==> src/common/serdes_pkg.sv <==
package serdes_pkg;

    // Width of the switch and LED word buses, also the largest DATA_WIDTH
    localparam int max_data_width = 8;

    localparam int default_data_width = 8;

    // Counter bit behind the heartbeat LED on the board
    localparam int default_heartbeat_bit = 24;

    // Consecutive matching words needed before the aligner locks
    localparam int lock_count = 3;

    // Cycles the internal reset outlasts the external one
    localparam int reset_stretch = 4;

    // One word as it travels on the switch and LED buses
    typedef logic [max_data_width-1:0] word_t;

endpackage

==> src/hw/clock_reset_gen.sv <==
module clock_reset_gen #(
    parameter int DATA_WIDTH = serdes_pkg::default_data_width
) (
    input  logic CLK,
    input  logic rst,
    output logic int_rst,
    output logic word_strobe
);

    localparam int CNT_W = $clog2(serdes_pkg::max_data_width);
    localparam logic [CNT_W-1:0] LAST_BIT = CNT_W'(DATA_WIDTH - 1);

    logic [serdes_pkg::reset_stretch-1:0] rst_sr;
    logic [CNT_W-1:0]                     bit_cnt;

    // Reset stretcher, refilled while rst is high and drained one bit per cycle
    always_ff @(posedge CLK) begin
        if (rst) begin
            rst_sr <= '1;
        end else begin
            rst_sr <= rst_sr >> 1;
        end
    end

    assign int_rst = rst | rst_sr[0]; // High at once with rst, low after the stretch

    // Bit counter replacing the divided word clock
    always_ff @(posedge CLK) begin
        if (int_rst) begin
            bit_cnt     <= '0;
            word_strobe <= 1'b0;
        end else begin
            word_strobe <= (bit_cnt == LAST_BIT); // One pulse per word
            if (bit_cnt == LAST_BIT) begin
                bit_cnt <= '0;
            end else begin
                bit_cnt <= bit_cnt + 1'b1;
            end
        end
    end

endmodule

==> src/serdes/serializer.sv <==
module serializer #(
    parameter int DATA_WIDTH = serdes_pkg::default_data_width
) (
    input  logic              CLK,
    input  logic              int_rst,
    input  logic              word_strobe,
    input  serdes_pkg::word_t sw,
    output logic              out
);

    // Holds the word being sent, LSB goes out first
    logic [DATA_WIDTH-1:0] shift_reg;

    always_ff @(posedge CLK) begin
        if (int_rst) begin
            shift_reg <= '0; // Line idles low
        end else if (word_strobe) begin
            shift_reg <= sw[DATA_WIDTH-1:0]; // Bits above the word are dropped
        end else begin
            shift_reg <= shift_reg >> 1;
        end
    end

    // The strobe period equals the word length, so the next load follows the last bit
    assign out = shift_reg[0];

endmodule

==> src/serdes/deserializer.sv <==
module deserializer #(
    parameter int DATA_WIDTH = serdes_pkg::default_data_width
) (
    input  logic              CLK,
    input  logic              int_rst,
    input  logic              word_strobe,
    input  logic              in,
    output serdes_pkg::word_t raw_word,
    output logic              raw_valid
);

    logic                  in_q;       // Input flop on the line
    logic [DATA_WIDTH-1:0] shift_reg;
    logic [DATA_WIDTH-1:0] shift_next;

    // Newest bit enters at the top, so the oldest ends up in bit 0
    assign shift_next = {in_q, shift_reg[DATA_WIDTH-1:1]};

    always_ff @(posedge CLK) begin
        in_q      <= in;
        shift_reg <= shift_next;
        if (word_strobe) begin
            raw_word <= serdes_pkg::word_t'(shift_next); // Last DATA_WIDTH bits
        end
    end

    always_ff @(posedge CLK) begin
        if (int_rst) begin
            raw_valid <= 1'b0;
        end else begin
            raw_valid <= word_strobe; // Lines up with the new raw_word
        end
    end

endmodule

==> src/hw/word_aligner.sv <==
module word_aligner #(
    parameter int DATA_WIDTH = serdes_pkg::default_data_width
) (
    input  logic              CLK,
    input  logic              int_rst,
    input  serdes_pkg::word_t raw_word,
    input  logic              raw_valid,
    input  serdes_pkg::word_t sw,
    output serdes_pkg::word_t aligned_word,
    output logic              locked
);

    localparam int SLIP_W = $clog2(serdes_pkg::max_data_width);
    localparam int CNT_W  = $clog2(serdes_pkg::lock_count + 1);

    localparam serdes_pkg::word_t WIDTH_MASK = serdes_pkg::word_t'((1 << DATA_WIDTH) - 1);
    localparam logic [SLIP_W-1:0] LAST_SLIP  = SLIP_W'(DATA_WIDTH - 1);
    localparam logic [CNT_W-1:0]  LOCK_CNT   = CNT_W'(serdes_pkg::lock_count);

    logic [SLIP_W-1:0]       slip;      // Current bitslip position
    logic [CNT_W-1:0]        match_cnt;
    logic [2*DATA_WIDTH-1:0] doubled;
    serdes_pkg::word_t       rotated;
    serdes_pkg::word_t       ref_word;
    logic                    word_match;
    logic                    lock_next;

    always_comb begin
        // Two copies side by side turn the shift into a rotation
        doubled    = {raw_word[DATA_WIDTH-1:0], raw_word[DATA_WIDTH-1:0]};
        rotated    = serdes_pkg::word_t'(doubled >> slip) & WIDTH_MASK;
        ref_word   = sw & WIDTH_MASK; // Only the low DATA_WIDTH switches are sent
        word_match = (rotated == ref_word);
        lock_next  = locked || (match_cnt == LOCK_CNT - 1'b1);
    end

    always_ff @(posedge CLK) begin
        if (int_rst) begin
            slip         <= '0;
            match_cnt    <= '0;
            locked       <= 1'b0;
            aligned_word <= '0;
        end else if (raw_valid) begin
            if (word_match) begin
                if (match_cnt != LOCK_CNT) begin
                    match_cnt <= match_cnt + 1'b1; // Saturates at the threshold
                end
                if (lock_next) begin
                    locked       <= 1'b1;
                    aligned_word <= rotated; // Display changes only when locked
                end
            end else begin
                // Any bad word drops lock and tries the next bit position
                match_cnt <= '0;
                locked    <= 1'b0;
                if (slip == LAST_SLIP) begin
                    slip <= '0;
                end else begin
                    slip <= slip + 1'b1;
                end
            end
        end
    end

endmodule

==> src/hw/serdes_loopback_top.sv <==
module serdes_loopback_top #(
    parameter int DATA_WIDTH    = serdes_pkg::default_data_width,
    parameter int HEARTBEAT_BIT = serdes_pkg::default_heartbeat_bit
) (
    input  logic              CLK,
    input  logic              rst,
    input  serdes_pkg::word_t sw,
    output logic [8:0]        led,
    input  logic              in,
    output logic              out
);

    logic              int_rst;
    logic              word_strobe;
    serdes_pkg::word_t raw_word;
    logic              raw_valid;
    serdes_pkg::word_t aligned_word;

    logic [HEARTBEAT_BIT:0] heartbeat_cnt;
    logic                   heartbeat;

    clock_reset_gen #(
        .DATA_WIDTH (DATA_WIDTH)
    ) u_clock_reset_gen (
        .CLK         (CLK),
        .rst         (rst),
        .int_rst     (int_rst),
        .word_strobe (word_strobe)
    );

    serializer #(
        .DATA_WIDTH (DATA_WIDTH)
    ) u_serializer (
        .CLK         (CLK),
        .int_rst     (int_rst),
        .word_strobe (word_strobe),
        .sw          (sw),
        .out         (out)
    );

    deserializer #(
        .DATA_WIDTH (DATA_WIDTH)
    ) u_deserializer (
        .CLK         (CLK),
        .int_rst     (int_rst),
        .word_strobe (word_strobe),
        .in          (in),
        .raw_word    (raw_word),
        .raw_valid   (raw_valid)
    );

    word_aligner #(
        .DATA_WIDTH (DATA_WIDTH)
    ) u_word_aligner (
        .CLK          (CLK),
        .int_rst      (int_rst),
        .raw_word     (raw_word),
        .raw_valid    (raw_valid),
        .sw           (sw),
        .aligned_word (aligned_word),
        .locked       () // Lock state is not brought out to a pin
    );

    // Heartbeat flips each time the counter wraps past bit HEARTBEAT_BIT
    always_ff @(posedge CLK) begin
        if (int_rst) begin
            heartbeat_cnt <= '0;
            heartbeat     <= 1'b0;
        end else begin
            heartbeat_cnt <= heartbeat_cnt + 1'b1;
            if (&heartbeat_cnt) begin
                heartbeat <= ~heartbeat;
            end
        end
    end

    assign led = {aligned_word, heartbeat}; // Word on led[8:1], heartbeat on led[0]

endmodule

==> config.mk <==
export PLATFORM = sky130hd
export DESIGN_NAME = serdes_loopback_top
export DESIGN_NICKNAME = d
export VERILOG_FILES = /design/src/common/serdes_pkg.sv /design/src/hw/clock_reset_gen.sv /design/src/serdes/serializer.sv /design/src/serdes/deserializer.sv /design/src/hw/word_aligner.sv /design/src/hw/serdes_loopback_top.sv
export SDC_FILE = /design/constraint.sdc
export NUM_CORES = 1
export LEC_CHECK = 0
export BUFFER_PORTS_ARGS = -buffer_cell sky130_fd_sc_hd__buf_2
export CORE_MARGIN = 1.5
export CORE_UTILIZATION = 30
export DETAILED_ROUTE_END_ITERATION = 10
export GPL_TIMING_DRIVEN = 1
export PLACE_DENSITY = 0.49
export SLEW_MARGIN = 15
export SYNTH_ARGS = -nofsm -noshare
export SYNTH_HDL_FRONTEND = slang
export SYNTH_SLANG_ARGS = --single-unit
==> constraint.sdc <==
create_clock -name CLK -period 4.9 [get_ports CLK]
set_input_delay 0.98 -clock CLK [delete_from_list [all_inputs] [get_ports CLK]]
set_output_delay 0.98 -clock CLK [all_outputs]
set_load 0.03 [all_outputs]
==> flow_summary.ini, run 1 <==
[critical_path]
crit_path_frequent_cell = sky130_fd_sc_hd__mux2i_1
worst-r2r-cell-count = 7
critical_path_fanout_max = 13
slowest_delay_ns = 0.68
crit_path_top_delay_cell = sky130_fd_sc_hd__nor4_4
rr_startpoint = u_word_aligner.slip[1]$_SDFFE_PP0P_
cpLargestDelayFamily = simple AND/OR/NAND/NOR gates
critical_path_data_required_time_ns = 5.17
crit_path_cell_trace = mux2i_1 > mux4_2 > xor2_1 > o211ai_1 > nor4_4 > nand2b_1 > mux2i_1
crit_arrival_ns = 3.28
critPathLaunchType = flop
critical_path.reg2reg.endpoint = u_word_aligner.slip[1]$_SDFFE_PP0P_
cp_num_buf_inv = 0
crit_type = flop to flop
regToRegSetupSlack_ns = 1.89
endpoint_kind_of_the_worst_setup_timing_path = flop

[power_and_ir_drop]
power.switching_fraction_pct = 22.6
p_sw_mw = 0.249
power.combinational.fraction_pct = 1.4
power_density_nw_per_um2 = 317
p_int_mw = 0.853
power.clock.fraction_pct = 43.3
cellLeakagePower_nw = 1.26
vdd_ir_drop_max_v = 0.000109
share_seq_of_total_power_pct = 55.3

[clock_network]
clock_tree.buffer_depth = 2
cts_max_level = 3
clk_transition_reported_paths_ns = 0.08
postCtsResizedCells = 0
cts_hold_buffers = 0
clockRootBuffer = sky130_fd_sc_hd__clkbuf_8
cts_tree = built
worst_skew_pair.late_latency_ns = 0.34
cts.sinks = 73
post_cts.repair.setup_buffers = 0
tritoncts.num_buffers = 9

[timing]
clock-skew-final_ns = 0.00815
timing_worst_slew_pin_value_ns = 1.09
final-max-slew-violation-count = 0
slew_headroom_pct = 27.2
layout_worst_path_cycle_share_pct = 61.4
setup_viol = 0
least_setup_slack_across_all_paths_after_layout_ns = 1.89
grt_setup_unrepaired = false
period_minus_slack_ns = 3.01
timing.final.hold_violations = 0
timing.setup.tns_ns = 0
maxClockFrequency_mhz = 333

[drt]
drc = 0
routed_via_density = 4.57
drtIter0Drc = 83
final_routed_wirelength_um = 5670
drt_pre_antenna_iters = 4
postRouteAntennaNets = 0
routedWlPerCell_um = 12.4
dr_total_vias = 2082

[grt]
grt-ovfl-total = 0
grt_antenna_before_repair = 0
global_route_wire_length_before_repair_um = 9740
grt_pass1_vias = 1962
grt_max_degree = 45
track_usage_pct = 11.2

[floorplanning]
row_count = 36
die_h_um = 104
floorplan.die_area_sq_um = 10900
boundaryPins = 21
start_util_pct = 31.3
placeableCoreArea_sq_um = 9860
die_width_um = 104

[worst_hold_path]
worstHoldPathType = flop to flop
whs_endpoint = u_deserializer.shift_reg[2]$_DFF_P_
hold_path.startpoint = u_deserializer.shift_reg[3]$_DFF_P_
worstHoldPathCells = 0

[cells_and_area]
largest_register = heartbeat_cnt
number_of_fill_cells = 1002
largest_register_ff_count = 25
seq_area_sq_um = 1540
n_antenna_cell = 0
finish.utilization_pct = 35.3
nNetsFinal = 336
area_delta_synth_final_pct = 12.6
multi_input_area_sq_um = 1460
final_layout_size_suffix_gt1_share_pct = 16.1

[synthesis]
yosysUniqueCellTypes = 37
synth.yosys.warnings = 0
yosys_register_bits = 73
seq_area_frac_synth_pct = 49.9
syn-num-nets = 320
synth_cells = 302
number_of_flops_mapped_to_enable_cells_by_yosys = 8
async_flop_share_pct = 0
ys.flop_type = sky130_fd_sc_hd__dfxtp_1
synthesis.area_sq_um = 3090
postSynthAreaPerCell_sq_um = 10.2

[run]
cap_viol_max_count = 0

[place]
place.gp.congestion = 0.838
number_of_port_buffers = 20
post-dp-hpwl_um = 3880
pre_cts_ws_ns = 1.92

[outcome]
outcome = finished, final reports clean
-- power groups by stage --
stage | Combinational [mW] | Sequential (mW) | Clock (mW)
2_1_floorplan | 0.00688 | 0.623 | 0
3_3_place_gp | 0.0154 | 0.624 | 0
3_5_place_dp | 0.0153 | 0.624 | 0
4_1_cts | 0.0153 | 0.610 | 0.495
5_1_grt | 0.0165 | 0.611 | 0.516
6_report | 0.0149 | 0.610 | 0.477
-- worst register-to-register path: cells and delay by family, from the launching register on --
| family | cells | cell delay, ns |
|---|---|---|
| multiplexers | 3 | 0.97 |
| XOR/XNOR | 1 | 0.15 |
| flip-flops | 1 | 0.67 |
| AND/OR/NAND/NOR | 2 | 0.99 |
| AO/OA/AOI/OAI | 1 | 0.16 |
-- kinds of logic after synthesis --
kind of cell / synth area share [%]
buffers and inverters: 3.00
adder cells (fa/ha/maj): 2.83
flip-flops: 49.9
AO/OA/AOI/OAI: 6.32
XOR/XNOR: 7.09
multiplexers: 10.4
AND/OR/NAND/NOR: 20.5
-- worst max path at each step --
stage	startpoint	to	slack, ns	depth (start not counted)
final	u_word_aligner.slip[1]$_SDFFE_PP0P_	u_word_aligner.slip[1]$_SDFFE_PP0P_	1.89	7
after global routing	u_word_aligner.slip[1]$_SDFFE_PP0P_	u_word_aligner.slip[0]$_SDFFE_PP0P_	1.70	7
after CTS	u_word_aligner.slip[1]$_SDFFE_PP0P_	u_word_aligner.slip[1]$_SDFFE_PP0P_	1.89	7
after detailed placement	u_word_aligner.slip[1]$_SDFFE_PP0P_	u_word_aligner.slip[0]$_SDFFE_PP0P_	1.92	7
after global placement	u_word_aligner.slip[1]$_SDFFE_PP0P_	u_word_aligner.slip[1]$_SDFFE_PP0P_	2.02	7
after floorplan	u_word_aligner.slip[0]$_SDFFE_PP0P_	u_word_aligner.aligned_word[5]$_SDFFE_PP0P_	2.65	9
-- routing by layer --
metal	routed length (um)	part of all wire [%]	vias up	global-route usage, %
met3	189	3.3	5	2.07
met4	70	1.2	0	6.25
met2	2300	41	36	15.4
li1	-	-	1078	-
met1	3110	55	963	16.2
met5	0	0	-	0
-- per-stage QoR --
| stage | hold WS [ns] | instances | area (sq um) | power (mW) |
|---|---|---|---|---|
| global route | 0.357 | 456 | 3480 | 1.14 |
| finish | 0.352 | 456 | 3480 | 1.10 |
| global placement | 0.329 | 440 | 3280 | 0.639 |
| detailed placement | 0.334 | 440 | 3280 | 0.639 |
| CTS | 0.352 | 456 | 3480 | 1.12 |
| floorplan | 0.327 | 302 | 3090 | 0.630 |
-- cell usage after synthesis (3+ instances only) --
cell | n | area, sq um
sky130_fd_sc_hd__nand2_1 | 23 | 86.3
sky130_fd_sc_hd__ha_1 | 7 | 87.6
sky130_fd_sc_hd__clkbuf_1 | 9 | 33.8
sky130_fd_sc_hd__nor2_1 | 34 | 128
sky130_fd_sc_hd__nand2b_1 | 4 | 25.0
sky130_fd_sc_hd__dfxtp_1 | 65 | 1300
sky130_fd_sc_hd__nand3_1 | 16 | 80.1
sky130_fd_sc_hd__and2_1 | 4 | 25.0
sky130_fd_sc_hd__or2_2 | 6 | 37.5
sky130_fd_sc_hd__or3_1 | 5 | 31.3
sky130_fd_sc_hd__and3_1 | 12 | 75.1
sky130_fd_sc_hd__mux4_2 | 3 | 67.6
sky130_fd_sc_hd__o21ai_0 | 5 | 25.0
sky130_fd_sc_hd__a22oi_1 | 10 | 75.1
sky130_fd_sc_hd__nor2b_1 | 4 | 25.0
sky130_fd_sc_hd__mux2i_1 | 23 | 230
sky130_fd_sc_hd__edfxtp_1 | 8 | 240
sky130_fd_sc_hd__xnor2_1 | 6 | 52.6
sky130_fd_sc_hd__a21oi_1 | 13 | 65.1
sky130_fd_sc_hd__inv_1 | 3 | 11.3
sky130_fd_sc_hd__xor2_1 | 19 | 166
-- cells in the final DEF, fill, tap and decap left out, types with 2 or more instances in the layout --
cell	synthesis	final
sky130_fd_sc_hd__and3_1	12	12
sky130_fd_sc_hd__inv_6	0	2
sky130_fd_sc_hd__o21ai_0	5	5
sky130_fd_sc_hd__nor3b_1	2	2
sky130_fd_sc_hd__nand2_1	23	23
sky130_fd_sc_hd__and2_1	4	4
sky130_fd_sc_hd__nand2b_1	4	4
sky130_fd_sc_hd__nand3_1	16	16
sky130_fd_sc_hd__xor2_1	19	19
sky130_fd_sc_hd__xnor2_1	6	6
sky130_fd_sc_hd__or3_1	5	5
sky130_fd_sc_hd__mux4_2	3	3
sky130_fd_sc_hd__dfxtp_1	65	65
sky130_fd_sc_hd__inv_1	3	3
sky130_fd_sc_hd__nor2_1	34	34
sky130_fd_sc_hd__clkbuf_8	0	9
sky130_fd_sc_hd__a22oi_1	10	10
sky130_fd_sc_hd__edfxtp_1	8	8
sky130_fd_sc_hd__a21oi_1	13	13
sky130_fd_sc_hd__or2_2	6	6
sky130_fd_sc_hd__nor2b_1	4	4
sky130_fd_sc_hd__ha_1	7	7
sky130_fd_sc_hd__mux2i_1	23	23
sky130_fd_sc_hd__clkinvlp_4	0	3
sky130_fd_sc_hd__nor3_2	2	2
sky130_fd_sc_hd__buf_2	2	20
sky130_fd_sc_hd__nor3b_2	2	2
sky130_fd_sc_hd__and4_1	2	2
-- area by class of cell --
cell class | instances | share of cell area (%)
sequential | 73 | 44.3
multi-input combinational | 211 | 41.9
tap | 133 | 4.78
clock buffer | 9 | 3.56
timing repair buffer | 20 | 2.88
clock inverter | 7 | 2.27
inverter | 3 | 0.324
Note: power is estimated with default switching activity, not from simulation.
==> inputs of run 2 (changes only) <==
PLACE_DENSITY = 0.51   (was 0.49)
clock period = 2.7 ns   (was 4.9 ns; I/O delays follow)
==> run 2 against run 1 <==
  * Combinational power rose by 85%
  * Setup slack got worse by 1.7 ns
  * Die area did not move
  * Sequential power rose by 82%
  * Via count rose by 1.3%
  * Sequential share of layout area fell by 0.46 points
  * First-iteration DRC count rose by 51%
  * Design area rose by 1.0%
  * Non-clock buffer count rose by 5
  * Final cell count rose by 1.1%
  * Critical path depth rose by 1
==> flow_summary.ini, run 2 (synthesis results as in run 1) <==
[outcome]
outcome = finished, final reports clean

[timing]
maxClockFrequency_mhz = 405
grt_setup_unrepaired = false
setup_viol = 0
slew_headroom_pct = 49.3
layout_worst_path_cycle_share_pct = 91.4
timing.final.hold_violations = 0
clock-skew-final_ns = 0.0104
timing_worst_slew_pin_value_ns = 0.759
period_minus_slack_ns = 2.47
timing.setup.tns_ns = 0
final-max-slew-violation-count = 0

[floorplanning]
placeableCoreArea_sq_um = 9860
floorplan.die_area_sq_um = 10900
die_h_um = 104
start_util_pct = 31.3
boundaryPins = 21
die_width_um = 104
row_count = 36

[grt]
global_route_wire_length_before_repair_um = 9600
grt-ovfl-total = 0
track_usage_pct = 11.2
grt_max_degree = 25
grt_pass1_vias = 1958
grt_antenna_before_repair = 0

[power_and_ir_drop]
power.switching_fraction_pct = 22.7
vdd_ir_drop_max_v = 0.000284
power.combinational.fraction_pct = 1.4
p_sw_mw = 0.456
cellLeakagePower_nw = 1.29
share_seq_of_total_power_pct = 55.1
power_density_nw_per_um2 = 571
p_int_mw = 1.55
power.clock.fraction_pct = 43.5

[place]
place.gp.congestion = 0.781
number_of_port_buffers = 20
post-dp-hpwl_um = 4000

[worst_hold_path]
worstHoldPathType = input pin to flop

[critical_path]
critPathLaunchType = flop
crit_arrival_ns = 2.71
crit_type = flop to flop
critical_path_data_required_time_ns = 2.94
endpoint_kind_of_the_worst_setup_timing_path = flop
critical_path_fanout_max = 11

[clock_network]
postCtsResizedCells = 0
cts_max_level = 3
cts.sinks = 73
post_cts.repair.setup_buffers = 0
worst_skew_pair.late_latency_ns = 0.35
cts_hold_buffers = 0
cts_tree = built
tritoncts.num_buffers = 9
clk_transition_reported_paths_ns = 0.08
clock_tree.buffer_depth = 2
clockRootBuffer = sky130_fd_sc_hd__clkbuf_8

[cells_and_area]
largest_register_ff_count = 25
final_layout_size_suffix_gt1_share_pct = 17.4
mostFrequentLayoutCells = 65 x sky130_fd_sc_hd__dfxtp_1, 34 x sky130_fd_sc_hd__nor2_1, 23 x sky130_fd_sc_hd__nand2_1, 23 x sky130_fd_sc_hd__mux2i_1, 20 x sky130_fd_sc_hd__buf_2
nNetsFinal = 341
finish.utilization_pct = 35.6
n_antenna_cell = 0
area_delta_synth_final_pct = 13.7
largest_register = heartbeat_cnt
layout_commonest_cell = sky130_fd_sc_hd__dfxtp_1

[drt]
postRouteAntennaNets = 0
routedWlPerCell_um = 12.2
dr_total_vias = 2110
drc = 0
routed_via_density = 4.58
final_routed_wirelength_um = 5620
drtIter0Drc = 125
drt_pre_antenna_iters = 6

[run]
cap_viol_max_count = 0
## run 2: changes by cell type in the layout (fill, tap and decap cells not counted)
cell                         before  now
sky130_fd_sc_hd__buf_4            0    5
sky130_fd_sc_hd__clkinv_2         0    1
sky130_fd_sc_hd__clkinvlp_4       3    1
sky130_fd_sc_hd__inv_6            2    3
## run 2: stage by stage
step / hold WS [ns] / worst slack (ns) / cells / power, mW / instance area [sq um]
after floorplan: 0.327 / 0.449 / 302 / 1.14 / 3090
after global placement: 0.329 / 0.311 / 445 / 1.16 / 3310
after detailed placement: 0.334 / 0.271 / 445 / 1.16 / 3310
after CTS: 0.269 / 0.260 / 461 / 2.04 / 3510
after global routing: 0.250 / 0.0480 / 461 / 2.09 / 3510
final: 0.284 / 0.231 / 461 / 2.01 / 3510
## run 2: cell type report
class	count	area, sq um
Sequential cell	73	1540
Clock buffer	9	124
Timing Repair Buffer	25	138
Multi-Input combinational cell	211	1460
Fill cell	975	6350
Tap cell	133	166
Clock inverter	7	77.6
Inverter	3	11.3
## run 2: path summary, 6_finish.rpt
kind / end / slack [ns] / cells past startpoint / from
max: u_word_aligner.aligned_word[1]$_SDFFE_PP0P_ / 0.23 / 8 / u_word_aligner.slip[1]$_SDFFE_PP0P_
min: u_deserializer.in_q$_DFF_P_ / 0.28 / 1 / in
max reg2reg: u_word_aligner.aligned_word[1]$_SDFFE_PP0P_ / 0.23 / 8 / u_word_aligner.slip[1]$_SDFFE_PP0P_
min reg2reg: u_deserializer.shift_reg[1]$_DFF_P_ / 0.35 / 0 / u_deserializer.shift_reg[2]$_DFF_P_
## run 2: power groups by stage
stage / Sequential (mW) / Combinational (mW) / Clock, mW
floorplan: 1.13 / 0.0125 / 0
global placement: 1.13 / 0.0278 / 0
detailed placement: 1.13 / 0.0278 / 0
CTS: 1.11 / 0.0278 / 0.902
global route: 1.11 / 0.0304 / 0.955
finish: 1.11 / 0.0276 / 0.873
## run 2: routing by layer
metal	GRT usage (%)	vias to the layer above	share of wire (%)
met4	6.65	0	3.2
met1	16.3	974	55
met3	3.13	15	3.3
li1	-	1084	-
met5	0	-	0
met2	14.5	37	38
## run 2: critical path, stage by stage (launching register included)
cell and delay [ns]:
sky130_fd_sc_hd__dfxtp_1 0.55, sky130_fd_sc_hd__mux2i_1 0.20, sky130_fd_sc_hd__mux4_2 0.52, sky130_fd_sc_hd__xor2_1 0.15, sky130_fd_sc_hd__o211ai_1 0.14, sky130_fd_sc_hd__nor4_4 0.31
sky130_fd_sc_hd__buf_4 0.24, sky130_fd_sc_hd__nand3_1 0.09, sky130_fd_sc_hd__nor3b_2 0.16
==> inputs of run 3 (changes only) <==
GPL_TIMING_DRIVEN = 0   (was 1)
TNS_END_PERCENT = 50   (was not set)
==> run 3 against run 2 <==
  * Global-route usage is 0.86 points higher
  * Register-to-register slack worse by 0.09 ns
  * Design area is 3.1% higher
  * Hold slack better by 0.0060 ns
  * Clock power is 18% higher
  * Clock skew is 0.0024 ns lower
  * First-iteration DRC count is 9.6% lower
  * Setup slack worse by 0.089 ns
  * Critical path depth is 1 higher
  * Sequential power hardly changed
  * Highest routed layer unchanged
==> flow_summary.ini, run 3 (synthesis results as in run 1) <==
[outcome]
outcome = finished, final reports clean

[cells_and_area]
number_of_fill_cells = 985
mostFrequentLayoutCells = 65 x sky130_fd_sc_hd__dfxtp_1, 34 x sky130_fd_sc_hd__nor2_1, 23 x sky130_fd_sc_hd__nand2_1
largest_register = heartbeat_cnt
nNetsFinal = 352
final_layout_size_suffix_gt1_share_pct = 18.3
design_area_sq_um = 3620
largest_register_ff_count = 25
n_antenna_cell = 0
area_delta_synth_final_pct = 17.3
layout_commonest_cell = sky130_fd_sc_hd__dfxtp_1

[timing]
setup_viol = 0
timing.setup.tns_ns = 0
maxClockFrequency_mhz = 391
period_minus_slack_ns = 2.56
final.hold.worst_slack_ns = 0.290
slew_headroom_pct = 63.3
layout_worst_path_cycle_share_pct = 94.8
timing_worst_slew_pin_value_ns = 0.551
clock-skew-final_ns = 0.00802
grt_setup_unrepaired = false
timing.final.hold_violations = 0
final-max-slew-violation-count = 0

[power_and_ir_drop]
cellLeakagePower_nw = 1.34
finalPower_mw = 2.16
power_density_nw_per_um2 = 596
vdd_ir_drop_max_v = 0.000288

[floorplanning]
boundaryPins = 21
row_count = 36
die_width_um = 104
die_h_um = 104
floorplan.die_area_sq_um = 10900
placeableCoreArea_sq_um = 9860
start_util_pct = 31.3

[drt]
final_routed_wirelength_um = 5980
drt_pre_antenna_iters = 4
drc = 0
dr_total_vias = 2163
postRouteAntennaNets = 0
routedWlPerCell_um = 12.7
routed_via_density = 4.58
drtIter0Drc = 113

[place]
post-dp-hpwl_um = 4320
number_of_port_buffers = 20
dpl-instance-area_sq_um = 3360
place.gp.congestion = 0.753

[critical_path]
critical_path.reg2reg.endpoint = u_word_aligner.aligned_word[1]$_SDFFE_PP0P_
rr_startpoint = u_word_aligner.slip[0]$_SDFFE_PP0P_
regToRegSetupSlack_ns = 0.14
crit_path_top_delay_cell = sky130_fd_sc_hd__mux4_2
crit_path_frequent_cell = sky130_fd_sc_hd__buf_6
crit_arrival_ns = 2.78
crit_type = flop to flop
critical_path_data_required_time_ns = 2.92
endpoint_kind_of_the_worst_setup_timing_path = flop
critPathLaunchType = flop
cp_num_buf_inv = 2
crit_path_cell_trace = buf_6 > mux4_2 > mux2i_4 > xor2_1 > o221ai_1 > nor4_4 > buf_6 > nand3_1 > nor3b_2
worst-r2r-cell-count = 9
cpLargestDelayFamily = multiplexers
critical_path_fanout_max = 10
slowest_delay_ns = 0.56

[worst_hold_path]
worstHoldPathType = input pin to flop
hold_path.startpoint = in
whs_endpoint = u_deserializer.in_q$_DFF_P_
worstHoldPathCells = 1

[grt]
grt_antenna_before_repair = 0
grt_max_degree = 14
grt-ovfl-total = 0
grt_pass1_vias = 2125
track_usage_pct = 12.1
global_route_wire_length_before_repair_um = 10200

[clock_network]
worst_skew_pair.late_latency_ns = 0.35
clk_transition_reported_paths_ns = 0.08
cts.sinks = 73
cts_tree = built
tritoncts.num_buffers = 9
cts_max_level = 3
clockRootBuffer = sky130_fd_sc_hd__clkbuf_8
clock_tree.buffer_depth = 2

[run]
cap_viol_max_count = 0
==> run 3: cell count changes in the layout (fill, tap and decap cells not counted) <==
cell,change
sky130_fd_sc_hd__buf_2,+2
sky130_fd_sc_hd__buf_4,-2
sky130_fd_sc_hd__buf_6,+2
sky130_fd_sc_hd__bufinv_16,+2
sky130_fd_sc_hd__clkbuf_1,+9
sky130_fd_sc_hd__clkinv_2,+1
sky130_fd_sc_hd__clkinv_4,-1
sky130_fd_sc_hd__inv_6,-2
sky130_fd_sc_hd__mux2i_1,-3
sky130_fd_sc_hd__mux2i_2,+2
sky130_fd_sc_hd__mux2i_4,+1
==> run 3: routing by layer <==
| metal | GRT usage [%] | vias to the layer above | share of wire, % |
|---|---|---|---|
| li1 | - | 1105 | - |
| met1 | 16.3 | 1017 | 52 |
| met2 | 17.2 | 32 | 43 |
| met3 | 2.88 | 9 | 3.4 |
| met4 | 7.44 | 0 | 1.9 |
| met5 | 0 | - | 0 |
==> run 3: layout make-up <==
cell class / instances / area, sq um / area share (%)
repair buffers: 21 / 108 / 2.97
clock inverters: 7 / 116 / 3.21
plain buffers: 15 / 81.3 / 2.24
inverters: 3 / 11.3 / 0.311
clock buffers: 9 / 124 / 3.42
well taps: 133 / 166 / 4.59
flip-flops and latches: 73 / 1540 / 42.5
multi-input cells: 211 / 1480 / 40.7
==> run 3: worst max-delay path by stage <==
| stage | start | to | slack (ns) | depth (start not counted) |
|---|---|---|---|---|
| 6_report | u_word_aligner.slip[0]$_SDFFE_PP0P_ | u_word_aligner.aligned_word[1]$_SDFFE_PP0P_ | 0.14 | 9 |
| 5_1_grt | u_word_aligner.slip[1]$_SDFFE_PP0P_ | u_word_aligner.aligned_word[1]$_SDFFE_PP0P_ | 0.0003 | 9 |
| 4_1_cts | u_word_aligner.slip[0]$_SDFFE_PP0P_ | u_word_aligner.aligned_word[5]$_SDFFE_PP0P_ | 0.08 | 9 |
| 3_5_place_dp | u_word_aligner.slip[0]$_SDFFE_PP0P_ | u_word_aligner.aligned_word[5]$_SDFFE_PP0P_ | 0.12 | 9 |
| 3_3_place_gp | u_word_aligner.slip[0]$_SDFFE_PP0P_ | u_word_aligner.aligned_word[5]$_SDFFE_PP0P_ | 0.11 | 9 |
| 2_1_floorplan | u_word_aligner.slip[0]$_SDFFE_PP0P_ | u_word_aligner.aligned_word[5]$_SDFFE_PP0P_ | 0.45 | 9 |
==> run 3: timing repair <==
item                                   in CTS  in global routing
hold buffers                                0                  0
resized for setup                           0                  4
setup endpoints to repair                   0                  8
endpoints found under the hold margin       0                  0
buffers inserted                            0                  1
==> run 3: where the power goes <==
group / internal [mW] / switching (mW) / total (mW)
logic: 0.0113 / 0.0156 / 0.0270
registers: 1.10 / 0.00335 / 1.11
clock network: 0.613 / 0.413 / 1.03
==> run 3: metrics by stage <==
stage / std cells / utilization [%] / worst slack (ns)
finish: 472 / 36.7 / 0.142
global route: 472 / 36.7 / 0.000285
CTS: 471 / 36.5 / 0.0801
detailed placement: 455 / 34.0 / 0.122
global placement: 455 / 34.0 / 0.113
floorplan: 302 / - / 0.449
